`src/common/regex_pkg.sv`:
```
// character, memory word and pointer widths, their vector types and the fetch state encoding
package regex_pkg;

    // bits per character
    localparam int CHAR_WIDTH = 8;

    // bits per memory word
    localparam int MEM_WIDTH = 16;

    // word address bits on the memory port
    localparam int MEM_ADDR_WIDTH = 11;

    // character pointer bits, as seen on the start handshake
    localparam int PTR_WIDTH = 32;

    // low pointer bits that pick a character inside a window
    // a run must start with these all zero
    localparam int CC_ID_BITS = 1;

    // characters packed into one memory word
    localparam int CHARS_PER_WORD = MEM_WIDTH / CHAR_WIDTH;

    typedef logic [CHAR_WIDTH-1:0]     char_t;
    typedef logic [MEM_WIDTH-1:0]      mem_word_t;
    typedef logic [MEM_ADDR_WIDTH-1:0] mem_addr_t;

    // character pointer, upper bits hold the word address
    typedef logic [PTR_WIDTH-1:0]      cc_ptr_t;

    // fetch FSM states
    typedef enum logic [2:0] {
        FETCH_IDLE,
        FETCH_REQ,
        FETCH_DATA,
        FETCH_PUSH,
        FETCH_ERROR
    } fetch_state_t;

endpackage

```
`src/fetch/cc_fetch.sv`:
```
// character fetch FSM with start handshake, word reads, character unpacking and end-of-string tagging
`timescale 1ns/100ps

module cc_fetch (
    input  logic                 clk,
    input  logic                 rst,
    input  logic                 valid,
    output logic                 ready,
    input  regex_pkg::cc_ptr_t   start_cc_pointer,
    input  regex_pkg::cc_ptr_t   end_cc_pointer,
    output logic                 memory_valid,
    output regex_pkg::mem_addr_t memory_addr,
    input  logic                 memory_ready,
    input  regex_pkg::mem_word_t memory_data,
    output logic                 push,
    output regex_pkg::char_t     push_char,
    output logic                 push_eos,
    input  logic                 full,
    input  logic                 run_done,
    input  logic                 busy,
    output logic                 error
);
    import regex_pkg::*;

    // pointer bits that select a character inside a memory word
    localparam int WORD_OFFSET_BITS = $clog2(CHARS_PER_WORD);

    fetch_state_t                state;
    fetch_state_t                next_state;

    // current character pointer and the word it lives in
    cc_ptr_t                     cur_ptr;
    mem_word_t                   word_q;

    // end-of-string already handed to the FIFO
    logic                        eos_sent_q;
    // run finished while a read was still waiting for acceptance
    logic                        stop_q;

    logic [WORD_OFFSET_BITS-1:0] char_idx;
    logic                        start;
    logic                        aligned;
    logic                        last_in_word;

    assign char_idx     = cur_ptr[WORD_OFFSET_BITS-1:0];
    assign start        = valid && ready;
    assign aligned      = (start_cc_pointer[CC_ID_BITS-1:0] == '0);
    // chars per word is a power of two, so all ones marks the top char
    assign last_in_word = &char_idx;

    // new run only once the matcher has drained the previous one
    assign ready        = (state == FETCH_IDLE) && !busy;
    assign error        = (state == FETCH_ERROR);

    // address held stable by cur_ptr while the request waits
    assign memory_valid = (state == FETCH_REQ);
    assign memory_addr  = cur_ptr[WORD_OFFSET_BITS +: MEM_ADDR_WIDTH];

    // low char of the word sits at the lowest pointer
    assign push_char    = word_q[char_idx*CHAR_WIDTH +: CHAR_WIDTH];
    assign push_eos     = (cur_ptr == end_cc_pointer);
    // nothing more goes out after the end-of-string char
    assign push         = (state == FETCH_PUSH) && !eos_sent_q && !full;

    always_comb
    begin
        next_state = state;
        case (state)
            FETCH_IDLE:
            begin
                // misaligned start is fatal until reset
                if (start && aligned)
                begin
                    next_state = FETCH_REQ;
                end
                else if (start)
                begin
                    next_state = FETCH_ERROR;
                end
            end
            FETCH_REQ:
            begin
                // request cannot be withdrawn, wait for acceptance first
                if (memory_ready && (stop_q || run_done))
                begin
                    next_state = FETCH_IDLE;
                end
                else if (memory_ready)
                begin
                    next_state = FETCH_DATA;
                end
            end
            FETCH_DATA:
            begin
                if (run_done)
                begin
                    next_state = FETCH_IDLE;
                end
                else
                begin
                    next_state = FETCH_PUSH;
                end
            end
            FETCH_PUSH:
            begin
                // stays here after end-of-string until the matcher reports
                if (run_done)
                begin
                    next_state = FETCH_IDLE;
                end
                else if (push && !push_eos && last_in_word)
                begin
                    next_state = FETCH_REQ;
                end
            end
            FETCH_ERROR:
            begin
                next_state = FETCH_ERROR;
            end
            default:
            begin
                next_state = FETCH_IDLE;
            end
        endcase
    end

    always_ff @(posedge clk)
    begin
        if (rst)
        begin
            state      <= FETCH_IDLE;
            eos_sent_q <= 1'b0;
            stop_q     <= 1'b0;
        end
        else
        begin
            state <= next_state;
            if (state == FETCH_IDLE)
            begin
                eos_sent_q <= 1'b0;
                stop_q     <= 1'b0;
            end
            else
            begin
                if (push && push_eos)
                begin
                    eos_sent_q <= 1'b1;
                end
                if ((state == FETCH_REQ) && run_done)
                begin
                    stop_q <= 1'b1;
                end
            end
        end
    end

    // pointer walks one char per accepted push
    always_ff @(posedge clk)
    begin
        if (start)
        begin
            cur_ptr <= start_cc_pointer;
        end
        else if (push)
        begin
            cur_ptr <= cur_ptr + cc_ptr_t'(1);
        end
        // memory data is valid the cycle after acceptance
        if (state == FETCH_DATA)
        begin
            word_q <= memory_data;
        end
    end

endmodule

```
`src/rtl/cc_fifo.sv`:
```
// synchronous circular FIFO of characters with end-of-string tags and a flush input
`timescale 1ns/100ps

module cc_fifo #(
    parameter int FIFO_DEPTH = 4
) (
    input  logic             clk,
    input  logic             rst,
    input  logic             flush,
    input  logic             push,
    input  regex_pkg::char_t push_char,
    input  logic             push_eos,
    output logic             full,
    input  logic             pop,
    output regex_pkg::char_t pop_char,
    output logic             pop_eos,
    output logic             empty
);
    import regex_pkg::*;

    localparam int ADDR_BITS  = (FIFO_DEPTH > 1) ? $clog2(FIFO_DEPTH) : 1;
    localparam int COUNT_BITS = $clog2(FIFO_DEPTH + 1);

    // char and its tag stored side by side
    char_t                 char_mem [FIFO_DEPTH];
    logic                  eos_mem  [FIFO_DEPTH];

    logic [ADDR_BITS-1:0]  wr_ptr;
    logic [ADDR_BITS-1:0]  rd_ptr;
    logic [COUNT_BITS-1:0] count;
    logic                  push_ok;
    logic                  pop_ok;

    // wrap explicitly, depth need not be a power of two
    function automatic logic [ADDR_BITS-1:0] next_ptr(input logic [ADDR_BITS-1:0] ptr);
        if (ptr == ADDR_BITS'(FIFO_DEPTH - 1))
        begin
            return '0;
        end
        return ptr + 1'b1;
    endfunction

    assign full     = (count == COUNT_BITS'(FIFO_DEPTH));
    assign empty    = (count == '0);
    assign push_ok  = push && !full;
    assign pop_ok   = pop && !empty;

    // head of queue shown without a read latency
    assign pop_char = char_mem[rd_ptr];
    assign pop_eos  = eos_mem[rd_ptr];

    always_ff @(posedge clk)
    begin
        if (push_ok)
        begin
            char_mem[wr_ptr] <= push_char;
            eos_mem[wr_ptr]  <= push_eos;
        end
    end

    always_ff @(posedge clk)
    begin
        if (rst)
        begin
            wr_ptr <= '0;
            rd_ptr <= '0;
            count  <= '0;
        end
        else if (flush)
        begin
            // flush wins over a same-cycle push or pop
            wr_ptr <= '0;
            rd_ptr <= '0;
            count  <= '0;
        end
        else
        begin
            if (push_ok)
            begin
                wr_ptr <= next_ptr(wr_ptr);
            end
            if (pop_ok)
            begin
                rd_ptr <= next_ptr(rd_ptr);
            end
            if (push_ok && !pop_ok)
            begin
                count <= count + 1'b1;
            end
            else if (pop_ok && !push_ok)
            begin
                count <= count - 1'b1;
            end
        end
    end

endmodule

```
`src/rtl/literal_matcher.sv`:
```
// literal substring matcher over the popped character stream with done and accept reporting
`timescale 1ns/100ps

module literal_matcher #(
    parameter int PATTERN_CHARS = 4
) (
    input  logic                                 clk,
    input  logic                                 rst,
    input  regex_pkg::char_t [PATTERN_CHARS-1:0] pattern,
    input  logic [$clog2(PATTERN_CHARS+1)-1:0]   pattern_len,
    input  logic                                 empty,
    output logic                                 pop,
    input  regex_pkg::char_t                     pop_char,
    input  logic                                 pop_eos,
    output logic                                 busy,
    output logic                                 done,
    output logic                                 accept
);
    import regex_pkg::*;

    localparam int LEN_BITS = $clog2(PATTERN_CHARS + 1);

    // history of popped chars, index 0 is the newest
    char_t [PATTERN_CHARS-1:0] hist_q;
    char_t [PATTERN_CHARS-1:0] next_hist;

    // chars seen this run, saturates at the pattern size
    logic [LEN_BITS-1:0]       seen_q;
    logic [LEN_BITS-1:0]       next_seen;

    logic                      busy_q;
    logic                      done_q;
    logic                      accept_q;
    logic                      match;

    // one char per cycle, stop once the result is out
    assign pop    = !empty && !done_q;
    assign busy   = busy_q;
    assign done   = done_q;
    assign accept = accept_q;

    // history as it would look with the current char shifted in
    always_comb
    begin
        next_hist[0] = pop_char;
        for (int i = 1; i < PATTERN_CHARS; i++)
        begin
            next_hist[i] = hist_q[i-1];
        end
    end

    assign next_seen = (seen_q == LEN_BITS'(PATTERN_CHARS)) ? seen_q : seen_q + 1'b1;

    // newest char lines up with the last pattern char,
    // pattern char 0 with the oldest one in the window
    always_comb
    begin
        int pidx;
        match = (next_seen >= pattern_len);
        for (int i = 0; i < PATTERN_CHARS; i++)
        begin
            pidx = int'(pattern_len) - 1 - i;
            if ((pidx >= 0) && (next_hist[i] != pattern[pidx]))
            begin
                match = 1'b0;
            end
        end
    end

    always_ff @(posedge clk)
    begin
        if (rst)
        begin
            busy_q   <= 1'b0;
            done_q   <= 1'b0;
            accept_q <= 1'b0;
            seen_q   <= '0;
        end
        else if (done_q)
        begin
            // single-cycle result, then ready for the next run
            busy_q   <= 1'b0;
            done_q   <= 1'b0;
            accept_q <= 1'b0;
            seen_q   <= '0;
        end
        else if (pop)
        begin
            busy_q <= 1'b1;
            seen_q <= next_seen;
            if (match)
            begin
                done_q   <= 1'b1;
                accept_q <= 1'b1;
            end
            else if (pop_eos)
            begin
                // end of string reached without a hit
                done_q <= 1'b1;
            end
        end
    end

    // stale history is masked by seen_q
    always_ff @(posedge clk)
    begin
        if (pop)
        begin
            hist_q <= next_hist;
        end
    end

endmodule

```
`src/rtl/coprocessor_top.sv`:
```
// coprocessor top level joining character fetch, character FIFO and literal matcher
`timescale 1ns/100ps

module coprocessor_top #(
    parameter int FIFO_DEPTH    = 4,
    parameter int PATTERN_CHARS = 4
) (
    input  logic                                   clk,
    input  logic                                   rst,
    input  logic                                   valid,
    output logic                                   ready,
    input  regex_pkg::cc_ptr_t                     start_cc_pointer,
    input  regex_pkg::cc_ptr_t                     end_cc_pointer,
    output logic                                   memory_valid,
    output regex_pkg::mem_addr_t                   memory_addr,
    input  logic                                   memory_ready,
    input  regex_pkg::mem_word_t                   memory_data,
    input  regex_pkg::char_t [PATTERN_CHARS-1:0]   pattern,
    input  logic [$clog2(PATTERN_CHARS+1)-1:0]     pattern_len,
    output logic                                   done,
    output logic                                   accept,
    output logic                                   error
);
    import regex_pkg::*;

    // push side, fetch into FIFO
    logic  push;
    char_t push_char;
    logic  push_eos;
    logic  full;

    // pop side, FIFO into matcher
    logic  pop;
    char_t pop_char;
    logic  pop_eos;
    logic  empty;

    // matcher holds off new starts while draining
    logic  busy;

    cc_fetch u_cc_fetch (
        .clk              (clk),
        .rst              (rst),
        .valid            (valid),
        .ready            (ready),
        .start_cc_pointer (start_cc_pointer),
        .end_cc_pointer   (end_cc_pointer),
        .memory_valid     (memory_valid),
        .memory_addr      (memory_addr),
        .memory_ready     (memory_ready),
        .memory_data      (memory_data),
        .push             (push),
        .push_char        (push_char),
        .push_eos         (push_eos),
        .full             (full),
        .run_done         (done),
        .busy             (busy),
        .error            (error)
    );

    // done also flushes whatever the run left behind
    cc_fifo #(
        .FIFO_DEPTH (FIFO_DEPTH)
    ) u_cc_fifo (
        .clk       (clk),
        .rst       (rst),
        .flush     (done),
        .push      (push),
        .push_char (push_char),
        .push_eos  (push_eos),
        .full      (full),
        .pop       (pop),
        .pop_char  (pop_char),
        .pop_eos   (pop_eos),
        .empty     (empty)
    );

    literal_matcher #(
        .PATTERN_CHARS (PATTERN_CHARS)
    ) u_literal_matcher (
        .clk         (clk),
        .rst         (rst),
        .pattern     (pattern),
        .pattern_len (pattern_len),
        .empty       (empty),
        .pop         (pop),
        .pop_char    (pop_char),
        .pop_eos     (pop_eos),
        .busy        (busy),
        .done        (done),
        .accept      (accept)
    );

endmodule

```
`config.mk`:
```
export PLATFORM = sky130hd
export DESIGN_NAME = coprocessor_top
export DESIGN_NICKNAME = d
export VERILOG_FILES = /design/src/common/regex_pkg.sv /design/src/fetch/cc_fetch.sv /design/src/rtl/cc_fifo.sv /design/src/rtl/literal_matcher.sv /design/src/rtl/coprocessor_top.sv
export SDC_FILE = /design/constraint.sdc
export NUM_CORES = 1
export LEC_CHECK = 0
export ABC_AREA = 1
export BUFFER_PORTS_ARGS = -buffer_cell sky130_fd_sc_hd__buf_2
export CAP_MARGIN = 30
export CORE_MARGIN = 2
export CORE_UTILIZATION = 40
export CTS_CLUSTER_DIAMETER = 80
export CTS_CLUSTER_SIZE = 24
export DETAILED_ROUTE_END_ITERATION = 6
export SLEW_MARGIN = 20
export SYNTH_ARGS = -nofsm -noshare
export SYNTH_HDL_FRONTEND = slang
export SYNTH_SLANG_ARGS = --single-unit
```
`constraint.sdc`:
```
create_clock -name clk -period 3.43 [get_ports clk]
set_clock_uncertainty 0.05 [all_clocks]
set_input_delay 0.343 -clock clk [delete_from_list [all_inputs] [get_ports clk]]
set_output_delay 0.343 -clock clk [all_outputs]
set_load 0.01 [all_outputs]
```
* Word-level counts from Yosys, hierarchy flattened
Memories as Yosys holds them, arrays and structs flattened. A register that Yosys moved wholly into a read port is not among the register bits. Cells that the tools add are included.
Storage, ports and cells: bits in registers 90, word-level logic and storage cells 141, memory bits (writable) 36, memories 2, output and inout port bits 16, bits of input ports 119
Cells by class: add/sub/neg operators 10, shift operators 1, magnitude comparators 9, equal/unequal tests 16, muxes and demuxes 49, reductions and logical operators 37, bitwise operators 2
Memories:
- u_cc_fifo.char_mem | words 4, width 8, rd ports 1, clocked after memory_dff 1, wr ports 1, line cc_fifo.sv:25 | char_t char_mem [FIFO_DEPTH];
- u_cc_fifo.eos_mem | words 4, width 1, rd ports 1, clocked after memory_dff 1, wr ports 1, line cc_fifo.sv:26 | logic eos_mem [FIFO_DEPTH];
Operators with widths (count):
- 32-bit by 1-bit >= comparator with 1-bit output (second input constant) | 4
- 32-bit by 4-bit < comparator with 1-bit output (second input constant) | 4
- 8-bit binary-select mux with 2-bit select | 4
- 32-bit 2-to-1 mux | 2
- 8-bit 2-to-1 mux | 8
- 32-bit by 3-bit subtractor with 32-bit output (second input constant) | 2
- 32-bit by 1-bit adder with 32-bit output (second input constant) | 1
- 32-bit equality test | 1
- 8-bit != test | 4
- 32-bit by 2-bit subtractor with 32-bit output (second input constant) | 1
- 3-bit 2-to-1 mux | 9
- 1-bit logical AND | 19
- 2-bit 2-to-1 mux | 9
- 1-bit 2-to-1 mux | 16
- 16-bit by 5-bit variable part select with 8-bit output | 1
- 3-bit one-hot mux with 5 select lines | 1
- 3-bit equality test (second input constant) | 3
- 1-bit logical NOT | 8
- 3-bit by 1-bit adder with 3-bit output (second input constant) | 2
- 3-bit by 2-bit equality test with 1-bit output (second input constant) | 2
- 3-bit logical NOT | 2
- 3-bit by 1-bit != test with 1-bit output (second input constant) | 2
- 2-bit by 1-bit adder with 2-bit output (second input constant) | 2
- 2-bit equality test (second input constant) | 2
- other kinds (12) | 15

* Logic depth before layout (Yosys ltp)
Gate-level depths: netlist of the first run.
depth after elaboration 11, gate-level depth with buffers 20, depth with buffers taken out 17

* Modules after synthesis
Synthesis of the first run repeated with hierarchy kept, for this count alone.
Unflattened totals: cells, all modules 1076, area total of the unflattened synthesis 8267.9 µm²
By module, submodules not included:
- cc_fetch | times used 1, cells an instance 455, seq. area each 1541.5 µm², area each 3544.6 µm²
- literal_matcher | times used 1, cells an instance 464, seq. area each 840.8 µm², area each 2770.2 µm²
- cc_fifo | times used 1, cells an instance 157, seq. area each 1261.2 µm², area each 1953.1 µm²

* Least setup slack after synthesis of the first run
Ideal clock, no wire load.
kind input to register, start point input pattern_len[0], end point register u_literal_matcher.accept_q, in the netlist u_literal_matcher.accept, cell stages on the path 19, buffers on the path 4, slack 0.910 ns, setup time 0.070 ns, data required time 3.310 ns, arrival 2.400 ns, cells stage by stage buf_4 -> inv_2 -> buf_4 -> buf_6 -> ha_1 -> inv_1 -> clkbuf_1 -> nand3_1 -> nand2_1 -> nand2_1 -> nand2_1 -> nand2_1 -> nor2_1 -> nand2_1 -> nand2_1 -> nand2_1 -> nor2_1 -> nand3_1 -> a21oi_1
Between the ends: word-level cells in the longest chain between the ends 11, elaborated cells between the ends (all ways) 34, those cells by class add/sub (4); order compare (5); eq/ne (4); mux (16); reduce/logical (5)
Ends and longest elaborated chain:
- start, declared | line coprocessor_top.sv:19 | input logic [$clog2(PATTERN_CHARS+1)-1:0] pattern_len,
- parallel branches: the longest is 9 deep, another holds 32-bit by 2-bit subtractor with 32-bit output
- 1-bit 2-to-1 mux (*) | line literal_matcher.sv:63 | if ((pidx >= 0) && (next_hist[i] != pattern[pidx]))
- 2-bit AND reduction (no line) (*)
- end signal, assigned | line literal_matcher.sv:76 | accept_q <= 1'b0;
- end signal, assigned | line literal_matcher.sv:84 | accept_q <= 1'b0;
- end signal, assigned | line literal_matcher.sv:94 | accept_q <= 1'b1;
- end, declared | line literal_matcher.sv:33 | logic accept_q;
Every way passes the cells marked *. The select of a mux whose other input is x is not followed. A chain may end at the register's enable or synchronous reset.

* Worst setup path in the final report of the first run
start point register u_cc_fetch.cur_ptr[1], end point register u_cc_fetch.cur_ptr[30] (data pin)
Between the ends: word-level cells in the longest chain between the ends 3
Ends and longest elaborated chain:
- start, declared | line cc_fetch.sv:32 | cc_ptr_t cur_ptr;
- start signal, assigned | line cc_fetch.sv:162 | cur_ptr <= start_cc_pointer;
- start signal, assigned | line cc_fetch.sv:166 | cur_ptr <= cur_ptr + cc_ptr_t'(1);
- 32-bit by 1-bit adder with 32-bit output | line cc_fetch.sv:166
- 32-bit 2-to-1 mux | line cc_fetch.sv:164 | else if (push)
- 32-bit 2-to-1 mux | line cc_fetch.sv:160 | if (start)
Every way passes these cells. The select of a mux whose other input is x is not followed.

==> run metrics, run 1 <==
Switching Fraction=between 30% and 40%; first-pass GRT wire length=roughly 32000 um; GPL Wtd Cong=around 0.90; worst-path fanout max=5; final WL=19300 um; Initial Util=roughly two fifths; die width=roughly 150 um; Mapped Nets=1191; CP Capture Type=register; ANT nets after route=0; VDD IR-drop max=approximately 0.0004 V; Compound-Gate Fraction of Synth Area=slightly below 4%; Setup crit start kind=register; # fillers=between 1500 and 2000; IO Port Bufs=between 100 and 150; RSZ-0062 raised after global routing=no; number of antenna violations at the first check in global routing=0; Clk pwr share=about 26%; H-tree depth=4; slowest cell delay on critical path=~0.45 ns; status=completed; NetSw=2.66 mW; CTS Buffer Depth=2; largest cells by area after synthesis=edfxtp_1 (41%), nand2_1 (20%), nand3_1 (6.2%), dfxtp_1 (5.0%), inv_1 (4.9%); total grt overflow=0; CTS tree=built; combinational share of power=approximately a third; clk slew on worst S/H paths=around 0.06 ns; xor and xnor fraction of the mapped netlist area=~5.6%; post-route minimum period=2.40 ns; # DRC=0; Setup CP Type=reg2reg; crit path DAT=between 2 and 3 ns; Detailed Place HPWL=between 10000 and 15000 um; R2R Path Start=u_cc_fetch.cur_ptr[1]$_DFFE_PP_; fmax=417 MHz; Die ar.=about 21000 um^2; Adder-Cell Fraction of Synth Area=3.38%; Post-Synth Simple-Gate Area=between 30% and 40%; final setup vio count=0; worst rel slew slack=between 40% and 50%; min-delay src=memory_data[2]; CP Launch Point=u_cc_fetch.cur_ptr[1]$_DFFE_PP_; vias in the first global route=between 6000 and 7000; leakage=4.51 nW; Via-to-Cell Ratio=approximately 4.7; number of gates resized after cts=0; Clock Latency Late Sink=0.42 ns; min-delay worst type=in2reg; mux cell area share after synthesis=0%; Hold Slack=slightly above 0.05 ns; GRT Overall Usage=roughly 19%; Mean Syn Cell Area=~7.6 um^2; Syn. warnings=0; power density over the cells=733 nW/um^2; core footprint=just under 20000 um^2; max_cap viols=0; setup bufs post-CTS=0; Root Driver=clkbuf_16; Final Hold Viols=0; CTS Sinks=between 100 and 150; largest net degree at the start of global routing=39; drt first pass iters=4; Final Util=between 40 and 50%; fin nets=approximately 1300; critical path data required time=3.55 ns; Antenna Cells=0; slowest cell on the critical path=edfxtp_1; post-synth top area share=approximately 41%; Seq/Total Area, Yosys=approximately 46%; Rows=about 50; Synth area leader=edfxtp_1; Die Y=between 100 and 150 um; Cells after Synth=between 1000 and 1500; number of I/O pins=approximately 140; largest family of logic cells by synthesized area=simple AND/OR/NAND/NOR gates; Num CTS Buffers=17; cts hold-fix bufs=0; Critical Path, Cell by Cell=ha_1 > nand3_1 > inv_2 > nand2_1 > nor2_1 > nand2_1 > nor2_2 > nand2_1 > nor3_2 > xor2_1 > nand2_1 > nand2_1; Tcrit/Tclk final=a little over two thirds; Wirelength per Cell=13.2 um; total number of vias=roughly 6900; initial drt markers=350; Flop pwr share=slightly above 40%; share of layout cells above drive strength 1=between 10% and 20%; TNS Setup=0 ns; Internal Dissipation=roughly 4.3 mW; final slew viol count=0; cell mode on critical path=nand2_1; number of synthesized register bits=between 100 and 150; Area growth syn-to-layout=18.5%; worst-margin pin slew=between 0.8 and 0.9 ns; Cell variety after synth=36; Post-Syn Area=between 8000 and 9000 um^2
synth_stat cells:
master,number
a211oi_1,1
a21oi_1,19
a31oi_1,2
a32o_1,1
buf_1,1
buf_2,11
buf_4,14
buf_6,1
clkbuf_1,8
dfxtp_1,20
edfxtp_1,108
fa_1,1
ha_1,20
inv_1,105
inv_2,8
nand2_1,432
nand2_2,4
nand3_1,99
nand3_2,2
nand3b_1,9
nand4_1,9
nor2_1,66
nor2_2,2
nor2_4,4
nor3_1,11
nor3_2,2
nor4_1,2
o211a_1,1
o211ai_1,2
o21ai_0,26
o21ai_1,4
o22ai_1,1
o31ai_1,1
or2_2,3
xnor2_1,21
xor2_1,30
registers in the layout, summed over array words and instances, names as in the netlist, 2 cells and up, named ones only:
name / flops
u_cc_fetch.cur_ptr: 32
u_cc_fifo.char_mem: 32
u_literal_matcher.hist_q: 24
u_cc_fetch.word_q: 16
u_cc_fifo.eos_mem: 4
u_cc_fetch.state: 3
u_cc_fifo.count: 3
u_literal_matcher.seen_q: 3
u_cc_fifo.rd_ptr: 2
u_cc_fifo.wr_ptr: 2
layout make-up:
type / count / area [um^2] / area share, %
Inverter: 113 / 424 / 4.47
Clock buffer: 17 / 425 / 4.49
Sequential cell: 128 / 3640 / 38.4
Tap cell: 265 / 332 / 3.50
Multi-Input combinational cell: 775 / 3730 / 39.3
Timing Repair Buffer: 147 / 768 / 8.10
Clock inverter: 15 / 160 / 1.69
power by group through the flow:
| stage | clock [mW] | combinational (mW) | sequential [mW] |
|---|---|---|---|
| 2_1_floorplan | 0 | 1.84 | 2.66 |
| 3_3_place_gp | 0 | 2.37 | 2.82 |
| 3_5_place_dp | 0 | 2.40 | 2.83 |
| 4_1_cts | 1.81 | 2.41 | 2.80 |
| 5_1_grt | 1.88 | 2.74 | 2.86 |
| 6_report | 1.78 | 2.37 | 2.80 |
worst max-delay path: cells and delay by family (launching register included):
family / cells / cell delay (ns)
simple gates: 9 / 1.25
fa+ha+maj: 1 / 0.22
xor+xnor: 1 / 0.08
flops: 1 / 0.45
buf+inv: 1 / 0.10
metrics by stage:
stage | setup slack [ns] | total power [mW] | area, um^2 | std cells
after floorplan | 0.910 | 4.50 | 8000 | 1051
after global placement | 0.928 | 5.19 | 8890 | 1427
after detailed placement | 0.891 | 5.23 | 8890 | 1427
after CTS | 1.03 | 7.02 | 9470 | 1459
after global routing | 0.835 | 7.48 | 9480 | 1460
final | 1.03 | 6.95 | 9480 | 1460
kinds of logic after synthesis:
group	Yosys count
adders and majority gates	21
DFF	128
buffers and inverters	148
and+or+nand+nor	645
AOI/OAI and AO/OA	58
xor gates and xnor gates	51
metal layers:
| layer | wire, um | part of all wire (%) | track usage, % |
|---|---|---|---|
| met5 | 0 | 0 | 0 |
| met4 | 227 | 1.2 | 5.29 |
| met3 | 749 | 3.9 | 3.39 |
| met2 | 8810 | 46 | 29.9 |
| met1 | 9480 | 49 | 25.7 |
final timing paths:
check	end	slack (ns)	cells after the start
setup reg to reg	u_cc_fetch.cur_ptr[30]$_DFFE_PP_	1.03	12
setup / recovery	u_cc_fetch.cur_ptr[30]$_DFFE_PP_	1.03	12
hold / removal	u_cc_fetch.word_q[2]$_DFFE_PN_	0.05	1
hold reg to reg	u_cc_fetch.eos_sent_q$_SDFFE_PP0P_	0.41	2
cell usage in the layout, fill, tap and decap left out, types with 2 or more instances in the layout:
| cell | instances |
|---|---|
| clkbuf_16 | 17 |
| clkinvlp_4 | 2 |
| edfxtp_1 | 108 |
| nor2_4 | 4 |
| nor2_1 | 66 |
| a21oi_1 | 19 |
| nor3_2 | 2 |
| inv_2 | 8 |
| inv_1 | 105 |
| bufinv_16 | 2 |
| nor4_1 | 2 |
| xor2_1 | 30 |
| nor3_1 | 11 |
| a31oi_1 | 2 |
| buf_2 | 134 |
| nand3b_1 | 9 |
| nand2_1 | 432 |
| nor2_2 | 2 |
| nand2_2 | 4 |
| o21ai_0 | 26 |
| dfxtp_1 | 20 |
| o21ai_1 | 4 |
| clkinv_1 | 2 |
| nand3_2 | 2 |
| buf_4 | 13 |
| xnor2_1 | 21 |
| nand4_1 | 9 |
| clkinv_4 | 4 |
| inv_6 | 3 |
| nand3_1 | 99 |
| or2_2 | 3 |
| o211ai_1 | 2 |
| ha_1 | 20 |
(Power assumes the default switching activity.)
==> run 2: changes to the inputs <==
Settings changed: ABC_AREA 1 to 0.
Clock period 3.43 ns to 2.3 ns, I/O delays scaled along.
==> run 2 against run 1 <==
Critical path depth is 3 lower. Synthesized cell count is 47% lower. Register-to-register slack worse by 0.85 ns. Utilization is 2.4 points higher. Design area is 4.2% lower. Total power is 33% higher. Clock power is 45% higher. First-iteration DRC count is 6.9% lower. Sequential share of layout area is 1.8 points higher. Wire length is 13% lower. Die area is 9.7% lower. Highest routed layer is now met5.
==> run metrics, run 2 <==
status=completed; share of layout cells above drive strength 1=approximately 34%; VDD IR-drop max=between 0.0005 and 0.0006 V; Rows=49; Internal Dissipation=between 6 and 7 mW; worst-margin pin slew=just over 0.5 ns; largest cells by area after synthesis=edfxtp_1 (45%), mux4_2 (10%), xor2_1 (6.3%), xnor2_1 (5.7%), dfxtp_1 (5.6%); first-pass GRT wire length=approximately 28000 um; min-delay worst type=in2reg; CTS Sinks=roughly 130; fin area=9080 um^2; initial drt markers=~330; GPL Wtd Cong=between 0.8 and 0.9; most common cell after layout, fill and taps aside=buf_2; Flop pwr share=around 41%; most frequent cells in the layout=buf_2 (134), edfxtp_1 (108), xor2_1 (52); Num CTS Buffers=17; vias in the first global route=5350; Antenna Cells=0; Tcrit/Tclk final=92.3%; # DRC=0; top flop regs=u_cc_fetch.cur_ptr (32), u_cc_fifo.char_mem (32), u_literal_matcher.hist_q (24); Via-to-Cell Ratio=between 5 and 6; Post-Syn Area=roughly 7200 um^2; H-tree depth=4; number of synthesized register bits=128; total number of vias=around 5000; Setup crit start kind=register; area post-placement=8320 um^2; worst rel slew slack=65.6%; Switching Fraction=between 30 and 40%; CTS tree=built; critical path data required time=between 2 and 3 ns; ys flop type=edfxtp_1; Clk pwr share=27.8%; post-route minimum period=about 2.1 ns; leakage=3.41 nW; Mean Syn Cell Area=12.9 um^2; Post-synth EDFFs=about 110; final slew viol count=0; worst-path fanout max=2; Wirelength per Cell=~17 um; CTS Buffer Depth=2; number of antenna violations at the first check in global routing=1; Cell variety after synth=41; Area growth syn-to-layout=26.1%; Syn. warnings=0; GRT Overall Usage=18.4%; power density over the cells=1020 nW/um^2; max_cap viols=0; clk slew on worst S/H paths=~0.050 ns; Final Hold Viols=0; slowest cell delay on critical path=0.37 ns; Cells after Synth=560; final WL=16800 um; final setup vio count=0; Setup CP Type=reg2reg; fin nets=868; Mapped Nets=700; NetSw=between 2 and 3 mW; Detailed Place HPWL=around 12000 um; Synth top cells by count=edfxtp_1 (108), xor2_1 (52), nand2_1 (51); Tot Pwr=between 9 and 10 mW; Die Y=about 140 um; Root Driver=clkbuf_16; asr flop ratio synth=0%; largest net degree at the start of global routing=33; total grt overflow=0; # fillers=1558; Critical Path, Cell by Cell=nand3b_1 > a21oi_2 > nor2b_4 > ha_4 > inv_1 > fa_1 > xor2_1 > or3_1 > a21oi_1; Hold Slack=about 0.04 ns; ANT nets after route=0; post-synth top area share=a little under half; Die ar.=between 15000 and 20000 um^2; Initial Util=about two fifths; combinational share of power=31.3%; Synth area leader=edfxtp_1; RSZ-0062 raised after global routing=no; IO Port Bufs=approximately 130; Clock Latency Late Sink=0.41 ns; crit path DAT=2.41 ns; CP Capture Type=register; Seq/Total Area, Yosys=50.6%; core footprint=around 18000 um^2; number of I/O pins=135; most frequent cell after synthesis=edfxtp_1; drt first pass iters=6; fmax=471 MHz; slowest cell on the critical path=fa_1; die width=approximately 140 um; Final Util=50.9%
-- run 2: worst paths after layout --
| kind | startpoint | to | slack, ns | cells past startpoint |
|---|---|---|---|---|
| max | u_cc_fetch.state[2]$_SDFFE_PP0P_ | u_cc_fifo.count[2]$_SDFFE_PP0P_ | 0.18 | 9 |
| min | rst | u_cc_fetch.state[0]$_SDFFE_PP0P_ | 0.04 | 2 |
| max reg2reg | u_cc_fetch.state[2]$_SDFFE_PP0P_ | u_cc_fifo.count[2]$_SDFFE_PP0P_ | 0.18 | 9 |
| min reg2reg | u_literal_matcher.busy$_SDFFE_PP0P_ | u_literal_matcher.busy$_SDFFE_PP0P_ | 0.42 | 2 |
-- run 2: metal layers --
layer	track usage [%]	part of all wire (%)
met2	29.8	50
met3	4.09	4.6
met1	24.7	44
met5	0	0.11
met4	6.66	1.4
-- run 2: timing repair --
action | 4_1_cts | 5_1_grt
buffers inserted | 0 | 0
hold buffers | 16 | 0
hold endpoints to repair | 16 | 0
gates resized for setup | 1 | 8
gates cloned | 0 | 0
setup endpoints to repair | 1 | 3
-- run 2: critical path, delay by kind of cell (launching register included) --
kind / cells / cell delay, ns
DFF: 1 / 0.30
adders and majority gates: 2 / 0.51
and+or+nand+nor: 3 / 0.69
buffers and inverters: 1 / 0.04
xor gates and xnor gates: 1 / 0.17
AOI/OAI and AO/OA: 2 / 0.28
-- run 2: stage by stage --
| step | worst slack [ns] | std cells | TNS (ns) |
|---|---|---|---|
| floorplan | -0.0902 | 560 | -0.0902 |
| global placement | -0.0182 | 922 | -0.0361 |
| detailed placement | -0.0383 | 922 | -0.0670 |
| CTS | 0.00991 | 970 | 0 |
| global route | 0.00762 | 970 | 0 |
| finish | 0.177 | 970 | 0 |
-- run 2: cells by family (layout without fill, tap and decap cells) --
logic type	Yosys count	in the layout	share of synthesized area, %
compound gates	53	53	3.89
xor+xnor	99	99	12.0
fa+ha+maj	21	21	3.75
buf+inv	50	231	3.89
flops	128	128	50.6
mux	54	54	15.2
simple gates	155	155	10.7
-- run 2: cell type report --
type / count / area (um^2) / area share, %
clock buffer: 17 / 425 / 4.68
sequential: 128 / 3650 / 40.2
clock inverter: 15 / 145 / 1.60
tap: 229 / 287 / 3.15
multi-input combinational: 382 / 3350 / 36.8
timing repair buffer: 184 / 1170 / 12.9
inverter: 15 / 56.3 / 0.620
-- run 2: power groups by stage --
| stage | registers, mW | clock network, mW | logic (mW) |
|---|---|---|---|
| 2_1_floorplan | 3.76 | 0 | 1.90 |
| 3_3_place_gp | 3.80 | 0 | 2.81 |
| 3_5_place_dp | 3.83 | 0 | 2.87 |
| 4_1_cts | 3.79 | 2.63 | 2.92 |
| 5_1_grt | 3.87 | 2.75 | 3.22 |
| 6_report | 3.79 | 2.58 | 2.90 |
==> run 3: changes to the inputs <==
Settings changed: CORE_ASPECT_RATIO set to 0.75, SKIP_CTS_REPAIR_TIMING set to 1, TNS_END_PERCENT set to 1.
==> run 3 against run 2 <==
Setup slack got worse by 0.12 ns. Maximum frequency decreased by 5.3%. Global-route usage decreased by 0.30 points. Sequential power about the same. First-iteration DRC count increased by 25%. Combinational power decreased by 2%. Largest cell class unchanged. Highest routed layer is now met4.
==> run metrics, run 3 (synthesis results as in run 2) <==
status=completed; fmax=446 MHz; power density over the cells=approximately 1000 nW/um^2; Via-to-Cell Ratio=5.12; IO Port Bufs=~130; TNS Setup=0 ns; cell mode on critical path=inv_1; Switching Fraction=between 30% and 40%; CTS tree=built; fin nets=870; most common cell after layout, fill and taps aside=buf_2; Final Hold Viols=0; GRT Overall Usage=between 10% and 20%; slowest cell on the critical path=fa_1; Rows=between 40 and 50; VDD IR-drop max=between 0.0005 and 0.0006 V; total grt overflow=0; drt first pass iters=5; NetSw=just over 3 mW; critical path data required time=between 2 and 3 ns; number of antenna violations at the first check in global routing=0; clk slew on worst S/H paths=0.06 ns; critical path buffer and inverter count=3; number of I/O pins=approximately 140; Flop pwr share=roughly two fifths; max_cap viols=0; GPL Wtd Cong=just over 0.9; Clock Latency Late Sink=approximately 0.42 ns; Initial Util=just over 40%; Internal Dissipation=around 6 mW; Area growth syn-to-layout=25.6%; largest net degree at the start of global routing=42; Tcrit/Tclk final=between 90% and 100%; Final Util=between 50% and 60%; core footprint=17700 um^2; Antenna Cells=0; worst rel slew slack=62.7%; Detailed Place HPWL=between 10000 and 15000 um; ANT nets after route=0; Die ar.=around 19000 um^2; share of layout cells above drive strength 1=between 30% and 40%; final setup vio count=0; worst-margin pin slew=0.554 ns; H-tree depth=4; Root Driver=clkbuf_16; final slew viol count=0; post-route minimum period=between 2 and 2.5 ns; Die Y=120 um; vias in the first global route=about 5000; die width=between 150 and 200 um; # DRC=0; CP Capture Type=register; Critical Path, Cell by Cell=buf_4 > nor3_4 > nor2_4 > inv_1 > ha_2 > inv_1 > fa_1 > xor2_1 > or3_1 > a21oi_1; total number of vias=about 5000; initial drt markers=around 400; final WL=approximately 17000 um; CTS Buffer Depth=2; combinational share of power=30.9%; first-pass GRT wire length=26600 um; Num CTS Buffers=17; leakage=3.42 nW; crit-path leading delay family=adder cells; Setup CP Type=reg2reg; Wirelength per Cell=17.0 um; crit path DAT=~2.5 ns; CTS Sinks=128; RSZ-0062 raised after global routing=yes; Clk pwr share=about 28%; most frequent cells in the layout=buf_2 (134), edfxtp_1 (108), xor2_1 (52); Setup crit start kind=register; worst-path fanout max=3; min-delay worst type=in2reg; slowest cell delay on critical path=0.38 ns; top flop regs=u_cc_fetch.cur_ptr (32), u_cc_fifo.char_mem (32), u_literal_matcher.hist_q (24)
-- run 3: changes by cell type in the layout (fill, tap and decap cells not counted), moves of 2 or more --
cell and change:
buf_4 +4, clkinvlp_4 -4, clkinv_4 +3, inv_6 +3, buf_12 -2, clkinv_1 -2, dfxtp_1 +2, ha_4 -2
-- run 3: power groups by stage --
stage                     combinational (mW)  clock (mW)  sequential (mW)
after floorplan                         1.89           0             3.76
after global placement                  2.72           0             3.85
after detailed placement                2.81           0             3.87
after CTS                               2.83        2.59             3.82
after global routing                    3.10        2.69             3.89
final                                   2.84        2.53             3.82
-- run 3: cell type report --
cell class,instances,area [um^2]
clock buffers,17,425
clock inverters,15,135
fillers,1577,8610
inverters,15,56.3
multi-input cells,382,3320
flip-flops and latches,128,3640
well taps,242,303
repair buffers,186,1160
-- run 3: worst paths after layout --
check	endpoint	cells after the start	slack, ns	start
worst min-delay path	u_cc_fetch.state[0]$_SDFFE_PP0P_	2	0.03	rst
worst max register to register	u_cc_fifo.count[2]$_SDFFE_PP0P_	10	0.06	u_cc_fifo.count[1]$_SDFFE_PP0P_
worst max-delay path	u_cc_fifo.count[2]$_SDFFE_PP0P_	10	0.06	u_cc_fifo.count[1]$_SDFFE_PP0P_
worst min register to register	u_literal_matcher.busy$_SDFFE_PP0P_	2	0.41	u_literal_matcher.busy$_SDFFE_PP0P_
-- run 3: per-layer routing --
layer	vias up	GRT usage (%)	wire, um
met1	2478	25.9	8060
met5	-	0	0
met2	133	27.4	7470
met3	21	4.36	943
met4	0	6.02	264
li1	2413	-	-
-- run 3: per-stage QoR --
stage               cells  setup WS (ns)  power [mW]  hold WS, ns  area (um^2)
floorplan             560        -0.0979        5.65        0.252         7230
global placement      937         0.0553        6.57        0.359         8310
detailed placement    937        -0.0273        6.67        0.358         8310
CTS                   969        -0.0391        9.24      -0.0800         8870
global route          985        -0.0460        9.69       0.0327         9050
finish                985         0.0579        9.19       0.0312         9050
